### src/include/branch_config.svh
`ifndef BRANCH_CONFIG_SVH
`define BRANCH_CONFIG_SVH

// width of the register operands and of every pc in the branch path
`define XLEN 32

// log2 of the btb entry count
// the index comes from pc bits [BTB_INDEX_BITS+1:2] since instructions are word aligned
`define BTB_INDEX_BITS 4

`endif

### src/branch_pkg.sv
`include "branch_config.svh"

package branch_pkg;

  // major opcode shared by all conditional branches
  localparam logic [6:0] BRANCH_OPCODE = 7'b1100011;

  // register-format field layout
  typedef struct packed {
    logic [6:0] funct7;
    logic [4:0] rs2;
    logic [4:0] rs1;
    logic [2:0] funct3;
    logic [4:0] rd;
    logic [6:0] opcode;
  } rtype_t;

  // branch-format layout, the immediate is scattered over the word
  typedef struct packed {
    logic       imm12;
    logic [5:0] imm10_5;
    logic [4:0] rs2;
    logic [4:0] rs1;
    logic [2:0] funct3;
    logic [3:0] imm4_1;
    logic       imm11;
    logic [6:0] opcode;
  } btype_t;

  typedef union packed {
    rtype_t rtype;
    btype_t btype;
  } instr_word_t;

  // compare performed by the resolution stage, funct3 bit 0 inverts it
  typedef enum logic [1:0] {
    cmp_eq  = 2'd0,
    cmp_lt  = 2'd1,
    cmp_ltu = 2'd2
  } cmp_kind_t;

  typedef struct packed {
    logic [`XLEN-1:0] pc;
    instr_word_t      instr;
    logic [`XLEN-1:0] reg_a;
    logic [`XLEN-1:0] reg_b;
  } issue_t;

  typedef struct packed {
    logic [`XLEN-1:0] pc;
    logic [`XLEN-1:0] reg_a;
    logic [`XLEN-1:0] reg_b;
    logic [`XLEN-1:0] imm;
    cmp_kind_t        cmp_kind;
    logic             invert;
    logic             is_branch;
  } decoded_t;

  typedef struct packed {
    decoded_t         dec;
    logic             predicted_taken;
    logic [`XLEN-1:0] predicted_target;
  } predicted_t;

  typedef struct packed {
    logic [`XLEN-1:0] pc;
    logic             is_branch;
    logic             taken;
    logic             mispredict;
    logic [`XLEN-1:0] correct_pc;
    logic [`XLEN-1:0] target;
  } resolve_t;

  // training record sent back from resolution to the btb
  typedef struct packed {
    logic [`XLEN-1:0] pc;
    logic             taken;
    logic [`XLEN-1:0] target;
  } btb_update_t;

endpackage

### src/branch_decode.sv
`timescale 1ns/1ps
`include "branch_config.svh"

module branch_decode (
  input  logic                 CLK,
  input  logic                 nRST,
  input  logic                 issue_valid,
  input  branch_pkg::issue_t   issue,
  output logic                 dec_valid,
  output branch_pkg::decoded_t dec
);
  import branch_pkg::*;

  logic [6:0]       opcode;
  logic [2:0]       funct3;
  btype_t           bfields;
  logic [`XLEN-1:0] imm;
  cmp_kind_t        cmp_kind;
  logic             invert;
  logic             is_branch;

  always_comb begin
    // opcode and funct3 sit in the same place in both views
    opcode  = issue.instr.rtype.opcode;
    funct3  = issue.instr.rtype.funct3;
    bfields = issue.instr.btype;

    // 13-bit immediate, bit 0 is always zero
    imm = {{(`XLEN-13){bfields.imm12}},
           bfields.imm12,
           bfields.imm11,
           bfields.imm10_5,
           bfields.imm4_1,
           1'b0};

    // funct3[2:1] picks the compare, funct3[0] flips it
    case (funct3[2:1])
      2'b00:   cmp_kind = cmp_eq;
      2'b10:   cmp_kind = cmp_lt;
      2'b11:   cmp_kind = cmp_ltu;
      default: cmp_kind = cmp_eq;
    endcase
    invert = funct3[0];

    // 010 and 011 are reserved encodings under the branch opcode
    is_branch = (opcode == BRANCH_OPCODE) && (funct3[2:1] != 2'b01);
  end

  always_ff @(posedge CLK, negedge nRST) begin
    if (!nRST) begin
      dec_valid <= 1'b0;
    end else begin
      dec_valid <= issue_valid;
    end
  end

  // payload only moves with a strobe
  always_ff @(posedge CLK) begin
    if (issue_valid) begin
      dec.pc        <= issue.pc;
      dec.reg_a     <= issue.reg_a;
      dec.reg_b     <= issue.reg_b;
      dec.imm       <= imm;
      dec.cmp_kind  <= cmp_kind;
      dec.invert    <= invert;
      dec.is_branch <= is_branch;
    end
  end

endmodule

### src/branch_predictor.sv
`timescale 1ns/1ps
`include "branch_config.svh"

module branch_predictor (
  input  logic                    CLK,
  input  logic                    nRST,
  input  logic                    dec_valid,
  input  branch_pkg::decoded_t    dec,
  input  logic                    upd_valid,
  input  branch_pkg::btb_update_t upd,
  output logic                    pred_valid,
  output branch_pkg::predicted_t  pred
);
  import branch_pkg::*;

  localparam int ENTRIES  = 1 << `BTB_INDEX_BITS;
  localparam int TAG_BITS = `XLEN - `BTB_INDEX_BITS - 2;

  // direct-mapped table
  logic [ENTRIES-1:0]  btb_valid;
  logic [TAG_BITS-1:0] btb_tag    [ENTRIES];
  logic [`XLEN-1:0]    btb_target [ENTRIES];
  logic [1:0]          btb_ctr    [ENTRIES];

  logic [`BTB_INDEX_BITS-1:0] look_idx;
  logic [TAG_BITS-1:0]        look_tag;
  logic                       look_hit;
  logic                       look_taken;
  logic [`XLEN-1:0]           look_target;

  logic [`BTB_INDEX_BITS-1:0] upd_idx;
  logic [TAG_BITS-1:0]        upd_tag;
  logic                       upd_hit;

  // lookup reads the table as it stands before this edge's update
  always_comb begin
    look_idx    = dec.pc[`BTB_INDEX_BITS+1:2];
    look_tag    = dec.pc[`XLEN-1:`BTB_INDEX_BITS+2];
    look_hit    = btb_valid[look_idx] && (btb_tag[look_idx] == look_tag);
    // weakly or strongly taken
    look_taken  = look_hit && btb_ctr[look_idx][1];
    look_target = look_taken ? btb_target[look_idx] : dec.pc + `XLEN'd4;
  end

  always_comb begin
    upd_idx = upd.pc[`BTB_INDEX_BITS+1:2];
    upd_tag = upd.pc[`XLEN-1:`BTB_INDEX_BITS+2];
    upd_hit = btb_valid[upd_idx] && (btb_tag[upd_idx] == upd_tag);
  end

  always_ff @(posedge CLK, negedge nRST) begin
    if (!nRST) begin
      btb_valid <= '0;
      for (int i = 0; i < ENTRIES; i++) begin
        btb_ctr[i] <= 2'd0;
      end
    end else if (upd_valid) begin
      if (upd_hit) begin
        // saturating 2-bit counter
        if (upd.taken && btb_ctr[upd_idx] != 2'd3) begin
          btb_ctr[upd_idx] <= btb_ctr[upd_idx] + 2'd1;
        end else if (!upd.taken && btb_ctr[upd_idx] != 2'd0) begin
          btb_ctr[upd_idx] <= btb_ctr[upd_idx] - 2'd1;
        end
      end else if (upd.taken) begin
        // allocate weakly taken, a not-taken miss leaves the entry alone
        btb_valid[upd_idx] <= 1'b1;
        btb_ctr[upd_idx]   <= 2'd2;
      end
    end
  end

  // on a hit the tag is rewritten with its own value
  always_ff @(posedge CLK) begin
    if (upd_valid && upd.taken) begin
      btb_tag[upd_idx]    <= upd_tag;
      btb_target[upd_idx] <= upd.target;
    end
  end

  always_ff @(posedge CLK, negedge nRST) begin
    if (!nRST) begin
      pred_valid <= 1'b0;
    end else begin
      pred_valid <= dec_valid;
    end
  end

  always_ff @(posedge CLK) begin
    if (dec_valid) begin
      pred.dec              <= dec;
      pred.predicted_taken  <= look_taken;
      pred.predicted_target <= look_target;
    end
  end

endmodule

### src/fu_branch.sv
`timescale 1ns/1ps
`include "branch_config.svh"

module fu_branch (
  input  logic                    CLK,
  input  logic                    nRST,
  input  logic                    pred_valid,
  input  branch_pkg::predicted_t  pred,
  output logic                    result_valid,
  output branch_pkg::resolve_t    result,
  output logic                    upd_valid,
  output branch_pkg::btb_update_t upd
);
  import branch_pkg::*;

  logic             cmp_true;
  logic             taken;
  logic [`XLEN-1:0] target;
  logic [`XLEN-1:0] correct_pc;
  logic             target_wrong;
  logic             mispredict;

  always_comb begin
    case (pred.dec.cmp_kind)
      cmp_eq:  cmp_true = (pred.dec.reg_a == pred.dec.reg_b);
      cmp_lt:  cmp_true = ($signed(pred.dec.reg_a) < $signed(pred.dec.reg_b));
      cmp_ltu: cmp_true = (pred.dec.reg_a < pred.dec.reg_b);
      default: cmp_true = 1'b0;
    endcase
  end

  always_comb begin
    // non-branch words never take
    taken      = pred.dec.is_branch && (cmp_true ^ pred.dec.invert);
    target     = pred.dec.pc + pred.dec.imm;
    correct_pc = taken ? target : pred.dec.pc + `XLEN'd4;

    // a right direction can still carry a stale target
    target_wrong = taken && pred.predicted_taken && (pred.predicted_target != target);
    mispredict   = (taken != pred.predicted_taken) || target_wrong;
  end

  always_ff @(posedge CLK, negedge nRST) begin
    if (!nRST) begin
      result_valid <= 1'b0;
    end else begin
      result_valid <= pred_valid;
    end
  end

  always_ff @(posedge CLK) begin
    if (pred_valid) begin
      result.pc         <= pred.dec.pc;
      result.is_branch  <= pred.dec.is_branch;
      result.taken      <= taken;
      result.mispredict <= mispredict;
      result.correct_pc <= correct_pc;
      result.target     <= target;
    end
  end

  // training goes out alongside the result, only for real branches
  always_comb begin
    upd_valid  = result_valid && result.is_branch;
    upd.pc     = result.pc;
    upd.taken  = result.taken;
    upd.target = result.target;
  end

endmodule

### src/branch_unit_top.sv
`timescale 1ns/1ps

module branch_unit_top (
  input  logic                 CLK,
  input  logic                 nRST,
  input  logic                 issue_valid,
  input  branch_pkg::issue_t   issue,
  output logic                 result_valid,
  output branch_pkg::resolve_t result
);
  import branch_pkg::*;

  // decode to predictor
  logic        dec_valid;
  decoded_t    dec;

  // predictor to resolution
  logic        pred_valid;
  predicted_t  pred;

  // training loop from resolution back to the btb
  logic        upd_valid;
  btb_update_t upd;

  branch_decode decode_i (
    .CLK         (CLK),
    .nRST        (nRST),
    .issue_valid (issue_valid),
    .issue       (issue),
    .dec_valid   (dec_valid),
    .dec         (dec)
  );

  branch_predictor predictor_i (
    .CLK        (CLK),
    .nRST       (nRST),
    .dec_valid  (dec_valid),
    .dec        (dec),
    .upd_valid  (upd_valid),
    .upd        (upd),
    .pred_valid (pred_valid),
    .pred       (pred)
  );

  fu_branch resolve_i (
    .CLK          (CLK),
    .nRST         (nRST),
    .pred_valid   (pred_valid),
    .pred         (pred),
    .result_valid (result_valid),
    .result       (result),
    .upd_valid    (upd_valid),
    .upd          (upd)
  );

endmodule

### config.mk
export PLATFORM = sky130hd
export DESIGN_NAME = branch_unit_top
export DESIGN_NICKNAME = d
export VERILOG_FILES = /design/src/branch_pkg.sv /design/src/branch_decode.sv /design/src/branch_predictor.sv /design/src/fu_branch.sv /design/src/branch_unit_top.sv
export VERILOG_INCLUDE_DIRS = /design/src /design/src/include
export SDC_FILE = /design/constraint.sdc
export NUM_CORES = 1
export LEC_CHECK = 0
export ABC_AREA = 0
export BUFFER_PORTS_ARGS = -buffer_cell sky130_fd_sc_hd__buf_2
export CAP_MARGIN = 20
export CORE_MARGIN = 4
export CORE_UTILIZATION = 60
export CTS_CLUSTER_DIAMETER = 60
export DETAILED_ROUTE_END_ITERATION = 8
export PLACE_DENSITY = 0.75
export SETUP_SLACK_MARGIN = 0.1
export SYNTH_ARGS = -nofsm -noshare
export SYNTH_HDL_FRONTEND = slang
export SYNTH_SLANG_ARGS = --single-unit
### constraint.sdc
create_clock -name CLK -period 8 [get_ports CLK]
set_input_delay 0.8 -clock CLK [delete_from_list [all_inputs] [get_ports CLK]]
set_output_delay 0.8 -clock CLK [all_outputs]
set_load 0.02 [all_outputs]
==> run summary, run 1 <==
The cell sitting at the root of the clock tree is a sky130_fd_sc_hd__clkbuf_16. After synthesis, the mean cell area works out to 19.4 um^2. The critical path startpoint category is a flip-flop. The count of final hold-check violations is 0. The multi-input combinational cells in the finished layout cover a total of 0.0165 mm^2. Registers take 0.0400 mm^2. The transition time at the pin with the least slew margin came out at 1.15 ns. The critical path's slowest cell is sky130_fd_sc_hd__nor4_1. Summing the areas of all and, or, nand and nor instances in the mapped netlist gives 3.17% of the synthesized area. The post-route clock skew is 0.0426 ns. The worst setup path startpoint is predictor_i.pred[132]$_DFFE_PP_. The number of nets in the finished design came out at 3,417.

The number of ports placed on the die boundary came out at 231. The endpoint identified for the worst register-to-register timing path is resolve_i.result[64]$_DFFE_PP_. The count of unresolved DRC violations after routing is 0. The total power came out at 16.6 mW. The count of maximum capacitance violations is 0. Yosys attributes the largest share of cell area to sky130_fd_sc_hd__edfxtp_1 (67%), sky130_fd_sc_hd__mux4_2 (16%), sky130_fd_sc_hd__dfrtp_1 (2.2%), sky130_fd_sc_hd__xnor2_1 (1.8%), sky130_fd_sc_hd__ha_1 (1.5%). The clock passes through at most 3 buffers.

The TritonCTS buffer count came out at 137. After synthesis, the largest area contributor takes up 67.4% of total cell area. The total overflow left after global routing is 0.

The die is 317 um tall. The cell area after synthesis is 0.0571 mm^2. Setup repair after global routing left no endpoint under its margin. The post-route netlist has 29.1% of its cells at a drive strength greater than 1. The area of the die came out at 0.100 mm^2. Dividing the detail-routed wire length by the instance count gives 32.6 um.

Clock-pin slew was measured on the worst setup and hold paths at 0.06 ns. In the synthesized netlist the dominant register cell turns out to be sky130_fd_sc_hd__edfxtp_1. For the worst-skew pair, the clock arrives at the later sink with an insertion delay of 0.76 ns.

Counting flops and latches in the post-synthesis netlist gives 1,341. The post-route minimum period came out at 6.02 ns. The depth of the worst register-to-register path came out at 17.

The global-route usage over all layers is 30.3%. The count of H-tree levels built during CTS came out at 4. The initial core utilization is 60.9%. sky130_fd_sc_hd__edfxtp_1 takes more of the synthesized area than any other cell. The routability congestion estimate is 0.911.

The cell count after synthesis is 2,943. The worst ir drop on vdd is 0.270 mV. Measured along the x axis, the die boundary spans 317 um. Setup violations remaining at the end of the flow were counted as 0.

In this run, post-CTS repair resized a total of 0 instances. The path class of the tightest hold or removal check is in -> async. The number of hold buffers added after CTS came out at 0. The floorplan row count is 112. The post-synthesis sequential area ratio is 69.9%. The upper clock frequency limit came out at 166 MHz.

The first-iteration detailed-routing DRC count came out at 4,042. The routed layout has 31,300 vias. The critical path class is reg -> reg. The first-pass GRT wire length is 216,000 um. The worst path buffer plus inverter count came out at 0. The synthesized netlist devotes 2.88% of its cell area to XOR and XNOR gates. The buffer count from post-CTS setup fixing came out at 0.

The area share of fa/ha/maj cells after synthesis came out at 1.50%. The worst setup path is captured at a flip-flop. The most common cell after layout, fill and taps aside is sky130_fd_sc_hd__edfxtp_1. The layout has 5,877 filler cells. The clock net in this run drives a total of 1,341 sinks. The synthesized netlist devotes 2.87% of its cell area to compound gates. The worst path arrival time is 6.48 ns.

The largest fanout on the critical path came out at 3. The post-route core utilization came out at 68.5%. The area growth from synthesis to layout is 12.5%.

The main combinational cell family by area after synthesis is multiplexers. The wire length after detailed routing came out at 149,000 um. On the critical path the largest part of the delay comes from simple AND/OR/NAND/NOR gates. The relative slew slack came out at 23.4%. The routed via count divided by cell count is 6.84. The run finished with clean final reports. The final-layout setup total negative slack came out at 0 ns. The startpoint of the worst-slack reg-to-reg timing path is predictor_i.pred[132]$_DFFE_PP_. In this run, distinct cell masters in the synthesized netlist total 66.

In the layout the commonest cells are sky130_fd_sc_hd__edfxtp_1 (1,282), sky130_fd_sc_hd__mux4_2 (413), sky130_fd_sc_hd__buf_2 (219), sky130_fd_sc_hd__clkbuf_16 (142), sky130_fd_sc_hd__xnor2_1 (119). TritonCTS built the clock tree. The HPWL after detailed placement is 88,800 um. The required time reported for the critical path endpoint is 8.46 ns. The number of max-slew violations in the final report is 0. The fraction of registers with async set/reset is 3.80%. In this run the register-to-register setup slack is 1.98 ns. The area of the core came out at 0.0939 mm^2. The most used cell along the critical path is sky130_fd_sc_hd__nor4_1. In this run the static leakage power is 21.6 nW. Walking the worst path, the cells encountered are ha_1 > nand4_1 > nor4_1 > nand2_1 > o2111ai_1 > mux2i_1 > a311oi_1 > mux2i_4 > ha_1 > nor4_1 > nand3_1 > nor4b_1 > nand4_1 > nor4_1 > and4b_1 > and4_1 > a31oi_1. The power per cell area came out at 258 mW/mm^2. The via count of the first global-routing pass was 31,400. The Yosys warning count came out at 0. Of the available clock period, the critical path in the final layout requires 75.2%. Port buffering added 220 buffers. The multiplexer fraction of the synthesized cell area came out at 18.2%. Entering global routing, the biggest net connects 93 pins. Counting buffers and inverters, the worst setup path is 17 cells deep.

Hold timing on the final database bottoms out at a slack of 0.0282 ns. The delay of the slowest cell on the worst path is 0.66 ns. The synthesized netlist net count came out at 3,142. The number of nets with antenna violations after routing came out at 0. The total iterations of the first detailed-routing run came out at 6.

The number of antenna violations at the first check in global routing is 6. The synthesized design contains 1,282 enable-type register cells.
metrics by stage:
stage / instance area, um^2 / cells / setup slack, ns
final: 64300 / 4584 / 1.98
after global routing: 64300 / 4583 / 1.82
after CTS: 64300 / 4579 / 1.99
after detailed placement: 59800 / 4331 / 2.13
after global placement: 59800 / 4331 / 2.15
after floorplan: 57100 / 2943 / 3.22
state kept, by name, summed over array words and instances, names as in the netlist, named ones only:
register                count
predictor_i.pred          145
predictor_i.pred_valid      1
predictor_i.btb_ctr        32
resolve_i.result_valid      1
predictor_i.btb_target    512
decode_i.dec              112
decode_i.dec_valid          1
resolve_i.result           97
predictor_i.btb_valid      16
predictor_i.btb_tag       416
worst reg2reg max path: cells and delay by family, from the launching register on:
kind,cells,cell delay [ns]
mux,2,0.52
compound gates,3,0.91
flops,1,0.38
fa+ha+maj,2,0.63
simple gates,10,3.28
area by class of cell:
cell class | count | share of cell area (%)
flip-flops and latches | 1341 | 62.1
multi-input cells | 1402 | 25.7
clock buffers | 156 | 5.62
repair buffers | 281 | 2.48
well taps | 1254 | 2.44
clock inverters | 92 | 1.32
inverters | 55 | 0.321
diodes | 3 | 0.0117
kinds of logic after synthesis:
logic type,count (synthesis)
muxes,518
AOI/OAI and AO/OA,268
and+or+nand+nor,373
xor gates and xnor gates,175
buffers and inverters,200
adders and majority gates,68
DFF,1341
where the power goes:
group | leakage, nW | switching (mW) | internal, mW | total [mW]
combinational | 6.87 | 0.971 | 0.805 | 1.78
clock | 2.19 | 2.64 | 3.70 | 6.34
sequential | 12.6 | 0.422 | 8.08 | 8.50
per-layer routing:
metal / GRT usage (%) / part of all wire (%)
met3: 6.52 / 11
met1: 43.1 / 37
met4: 12.4 / 4.2
met5: 0 / 0.0094
met2: 46.9 / 48
Yosys cell counts (11+ instances only):
master,instances
sky130_fd_sc_hd__a21o_1,25
sky130_fd_sc_hd__a21oi_1,106
sky130_fd_sc_hd__and2_1,12
sky130_fd_sc_hd__and3_1,12
sky130_fd_sc_hd__buf_1,28
sky130_fd_sc_hd__buf_2,26
sky130_fd_sc_hd__clkbuf_1,78
sky130_fd_sc_hd__dfrtp_1,51
sky130_fd_sc_hd__edfxtp_1,1282
sky130_fd_sc_hd__ha_1,67
sky130_fd_sc_hd__inv_1,55
sky130_fd_sc_hd__mux2_2,35
sky130_fd_sc_hd__mux2i_1,70
sky130_fd_sc_hd__mux4_2,413
sky130_fd_sc_hd__nand2_1,87
sky130_fd_sc_hd__nand2b_1,13
sky130_fd_sc_hd__nand3_1,47
sky130_fd_sc_hd__nand4_1,41
sky130_fd_sc_hd__nor2_1,102
sky130_fd_sc_hd__nor3_1,19
sky130_fd_sc_hd__nor4_1,12
sky130_fd_sc_hd__o211ai_1,11
sky130_fd_sc_hd__o21ai_0,58
sky130_fd_sc_hd__o21bai_1,19
sky130_fd_sc_hd__xnor2_1,119
sky130_fd_sc_hd__xor2_1,48
how the worst max path moves through the flow:
stage / end / slack, ns
3_3_place_gp: resolve_i.result[64]$_DFFE_PP_ / 2.15
6_report: resolve_i.result[64]$_DFFE_PP_ / 1.98
4_1_cts: resolve_i.result[64]$_DFFE_PP_ / 1.99
3_5_place_dp: resolve_i.result[64]$_DFFE_PP_ / 2.13
2_1_floorplan: predictor_i.btb_tag[15][0]$_DFFE_PP_ / 3.22
5_1_grt: predictor_i.pred[11]$_DFFE_PP_ / 1.82
Power figures use the tool's default switching activity.
==> run 2, diff against run 1 <==
==> constraint.sdc (replaced) <==
create_clock -name CLK -period 6.2 [get_ports CLK]
set_input_delay 0.62 -clock CLK [delete_from_list [all_inputs] [get_ports CLK]]
set_output_delay 0.62 -clock CLK [all_outputs]
set_load 0.02 [all_outputs]
==> run summary, run 2 (synthesized netlist as in run 1, its figures left out) <==
The floorplan has 112 rows. In the global route stage, met2 resource usage came out at 48.4%. The post-route clock skew is 0.0281 ns. By startpoint and endpoint, the worst setup path is classified as reg -> reg. The critical path startpoint category is a flip-flop.

The transition time at the pin with the least slew margin is 1.15 ns. Measured along the y axis, the die boundary spans 317 um. The clock tree from TritonCTS is yes.

The final-layout setup total negative slack came out at 0 ns. Summing all placed instances gives a cell area of 0.0600 mm^2. For this run, the slowest stage of the critical path takes 0.66 ns. The area of the core came out at 0.0939 mm^2. The initial utilization of the core area, before any placement, comes to 60.9%. The register with the most flip-flops in the layout has 512 of them.

The maximum number of buffers from clock root to sink is 3. The proportion of layout cells with a drive suffix above 1 is 29.5%. The register name with the most flops is predictor_i.btb_target.

The cell count of the worst hold path is 1. In the final layout, the registers with the most flip-flops are predictor_i.btb_target: 512 flops, predictor_i.btb_tag: 416 flops, predictor_i.pred: 145 flops. The die covers 0.100 mm^2. The die boundary width is 317 um. The tree is rooted in a sky130_fd_sc_hd__clkbuf_16. The count of H-tree levels built during CTS is 4. The share of the clock period used by the worst path is 89.5%. The detailed-route via count came out at 31,600.

The clock sink total came out at 1,341. The number of max-slew violations in the final report came out at 0. The count of final hold-check violations came out at 0. For this run, global-route usage on met1 was measured as 44.1%.

The flow ran to the end, and the final reports show no timing, DRC or antenna violations. After global routing the overflow that remains totals 0. The wire length after detailed routing is 152,000 um. The worst setup path is captured at a flip-flop.

The total leakage power is 21.7 nW. The number of nets with antenna violations after routing came out at 0. Cells fill 68.7% of the core in the end. The library cells used most frequently in the layout, excluding fill and tap cells, are sky130_fd_sc_hd__edfxtp_1 (1,282), sky130_fd_sc_hd__mux4_2 (413), sky130_fd_sc_hd__buf_2 (219), sky130_fd_sc_hd__clkbuf_16 (140), sky130_fd_sc_hd__xnor2_1 (119). The relative slew slack is 23.3%. The global routing met3 resource utilization is 6.27%. The buffer count from post-CTS setup fixing is 0.

The number of cells on the worst reg-to-reg path is 17. The first-iteration detailed-routing DRC count is 4,213. For the worst-skew pair, the clock arrives at the later sink with an insertion delay of 0.75 ns. The via count of the first global-routing pass came to 31,500. During placement, the flow inserted port buffers numbering 220.

Based on the critical path, the design can be clocked at up to 180 MHz. Dividing the detail-routed via count by the number of cells gives 6.87. In this design, the critical path's most frequently occurring cell is sky130_fd_sc_hd__nor4_1.

In this run the worst path has a maximum fanout of 3. Max-cap violations in this run came to 0. The final-layout worst hold slack is 0.0449 ns. Walking the worst path, the cells encountered are ha_1 > nand4_1 > nor4_1 > nand2_1 > o2111ai_1 > mux2i_1 > a311oi_2 > mux2i_4 > ha_1 > nor4_1 > nand3_1 > nor4b_1 > nand4_1 > nor4_1 > and4b_1 > and4_1 > a31oi_1.

The total iterations of the first detailed-routing run is 6. The post-route minimum period is 5.55 ns. The number of ports placed on the die boundary is 231. The final count of negative-setup-slack endpoints came out at 0. The required time reported for the critical path endpoint is 6.69 ns. The power per cell area came out at 332 mW/mm^2.

The HPWL after detailed placement is 93,800 um. The largest net degree at the start of global routing came out at 83. Setup repair after global routing left no endpoint under its margin.

IR analysis of the VDD net gives a maximum drop of 0.253 mV. The critical path's slowest cell is sky130_fd_sc_hd__nor4_1. The TritonCTS buffer count is 138.

The total power is 21.4 mW. The worst path arrival time is 6.04 ns. The first-pass GRT wire length is 219,000 um.

For this run, design rule violations remaining after detail routing come to 0. The detail-routed net length per standard cell came out at 33.1 um. The routability congestion estimate came out at 0.922.

After routing the design area is 0.0645 mm^2. In this run the most used layer during global routing was met2. The number of nets in the finished design is 3,436. The number of antenna violations at the first check in global routing came to 4. The area growth from synthesis to layout is 12.9%. The clock-pin slew on the worst setup and hold paths came out at 0.06 ns. Leaving out fill and tap cells, the most frequent cell in the layout is sky130_fd_sc_hd__edfxtp_1. The global-route usage over all layers came out at 30.7%. The path class of the tightest hold or removal check is in -> reg.
## run 2: cell type report
cell class	count	area (um^2)
sequential	1341	40000
multi-input combinational	1402	16500
tap	1254	1570
clock buffer	167	3610
inverter	55	206
antenna	1	2.50
clock inverter	86	811
fill	5860	29400
timing repair buffer	299	1840
## run 2: through the flow
stage          instances  setup slack (ns)
3_5_place_dp        4348             0.543
5_1_grt             4604             0.151
2_1_floorplan       2943              1.42
6_report            4605             0.651
4_1_cts             4602             0.410
3_3_place_gp        4347             0.884
## run 2: routing by layer
| layer | vias to the layer above | part of all wire, % |
|---|---|---|
| met5 | - | 0.0092 |
| met4 | 2 | 3.2 |
| met3 | 295 | 11 |
| met2 | 2186 | 49 |
| met1 | 16500 | 37 |
| li1 | 12700 | - |
## run 2: power by group
part | switching, mW | leakage (nW) | internal, mW
logic | 1.31 | 7.00 | 1.05
registers | 0.529 | 12.6 | 10.4
clock network | 3.50 | 2.17 | 4.62
total | 5.34 | 21.7 | 16.1
## run 2: worst paths after layout
check / start / to / slack [ns]
max in group asynchronous: nRST / predictor_i.pred_valid$_DFF_PN0_ / 5.17
max reg2reg: predictor_i.pred[132]$_DFFE_PP_ / resolve_i.result[64]$_DFFE_PP_ / 0.65
max: predictor_i.pred[132]$_DFFE_PP_ / resolve_i.result[64]$_DFFE_PP_ / 0.65
min in group asynchronous: nRST / predictor_i.btb_ctr[9]$_DFFE_PN0P_ / 0.55
min: issue[72] / decode_i.dec[5]$_DFFE_PP_ / 0.04
min reg2reg: decode_i.dec[83]$_DFFE_PP_ / predictor_i.pred[116]$_DFFE_PP_ / 0.42
## run 2: repair_timing
item                                   4_1_cts  5_1_grt
hold buffers                                 1        0
endpoints found under the hold margin       40        0
resized for setup                            0        1
setup endpoints to repair                    0        1
## run 2: worst max-delay path, delay by kind of cell (launching register included)
family | cells | cell delay [ns]
compound gates | 3 | 0.77
mux | 2 | 0.48
fa+ha+maj | 2 | 0.64
simple gates | 10 | 3.03
flops | 1 | 0.36
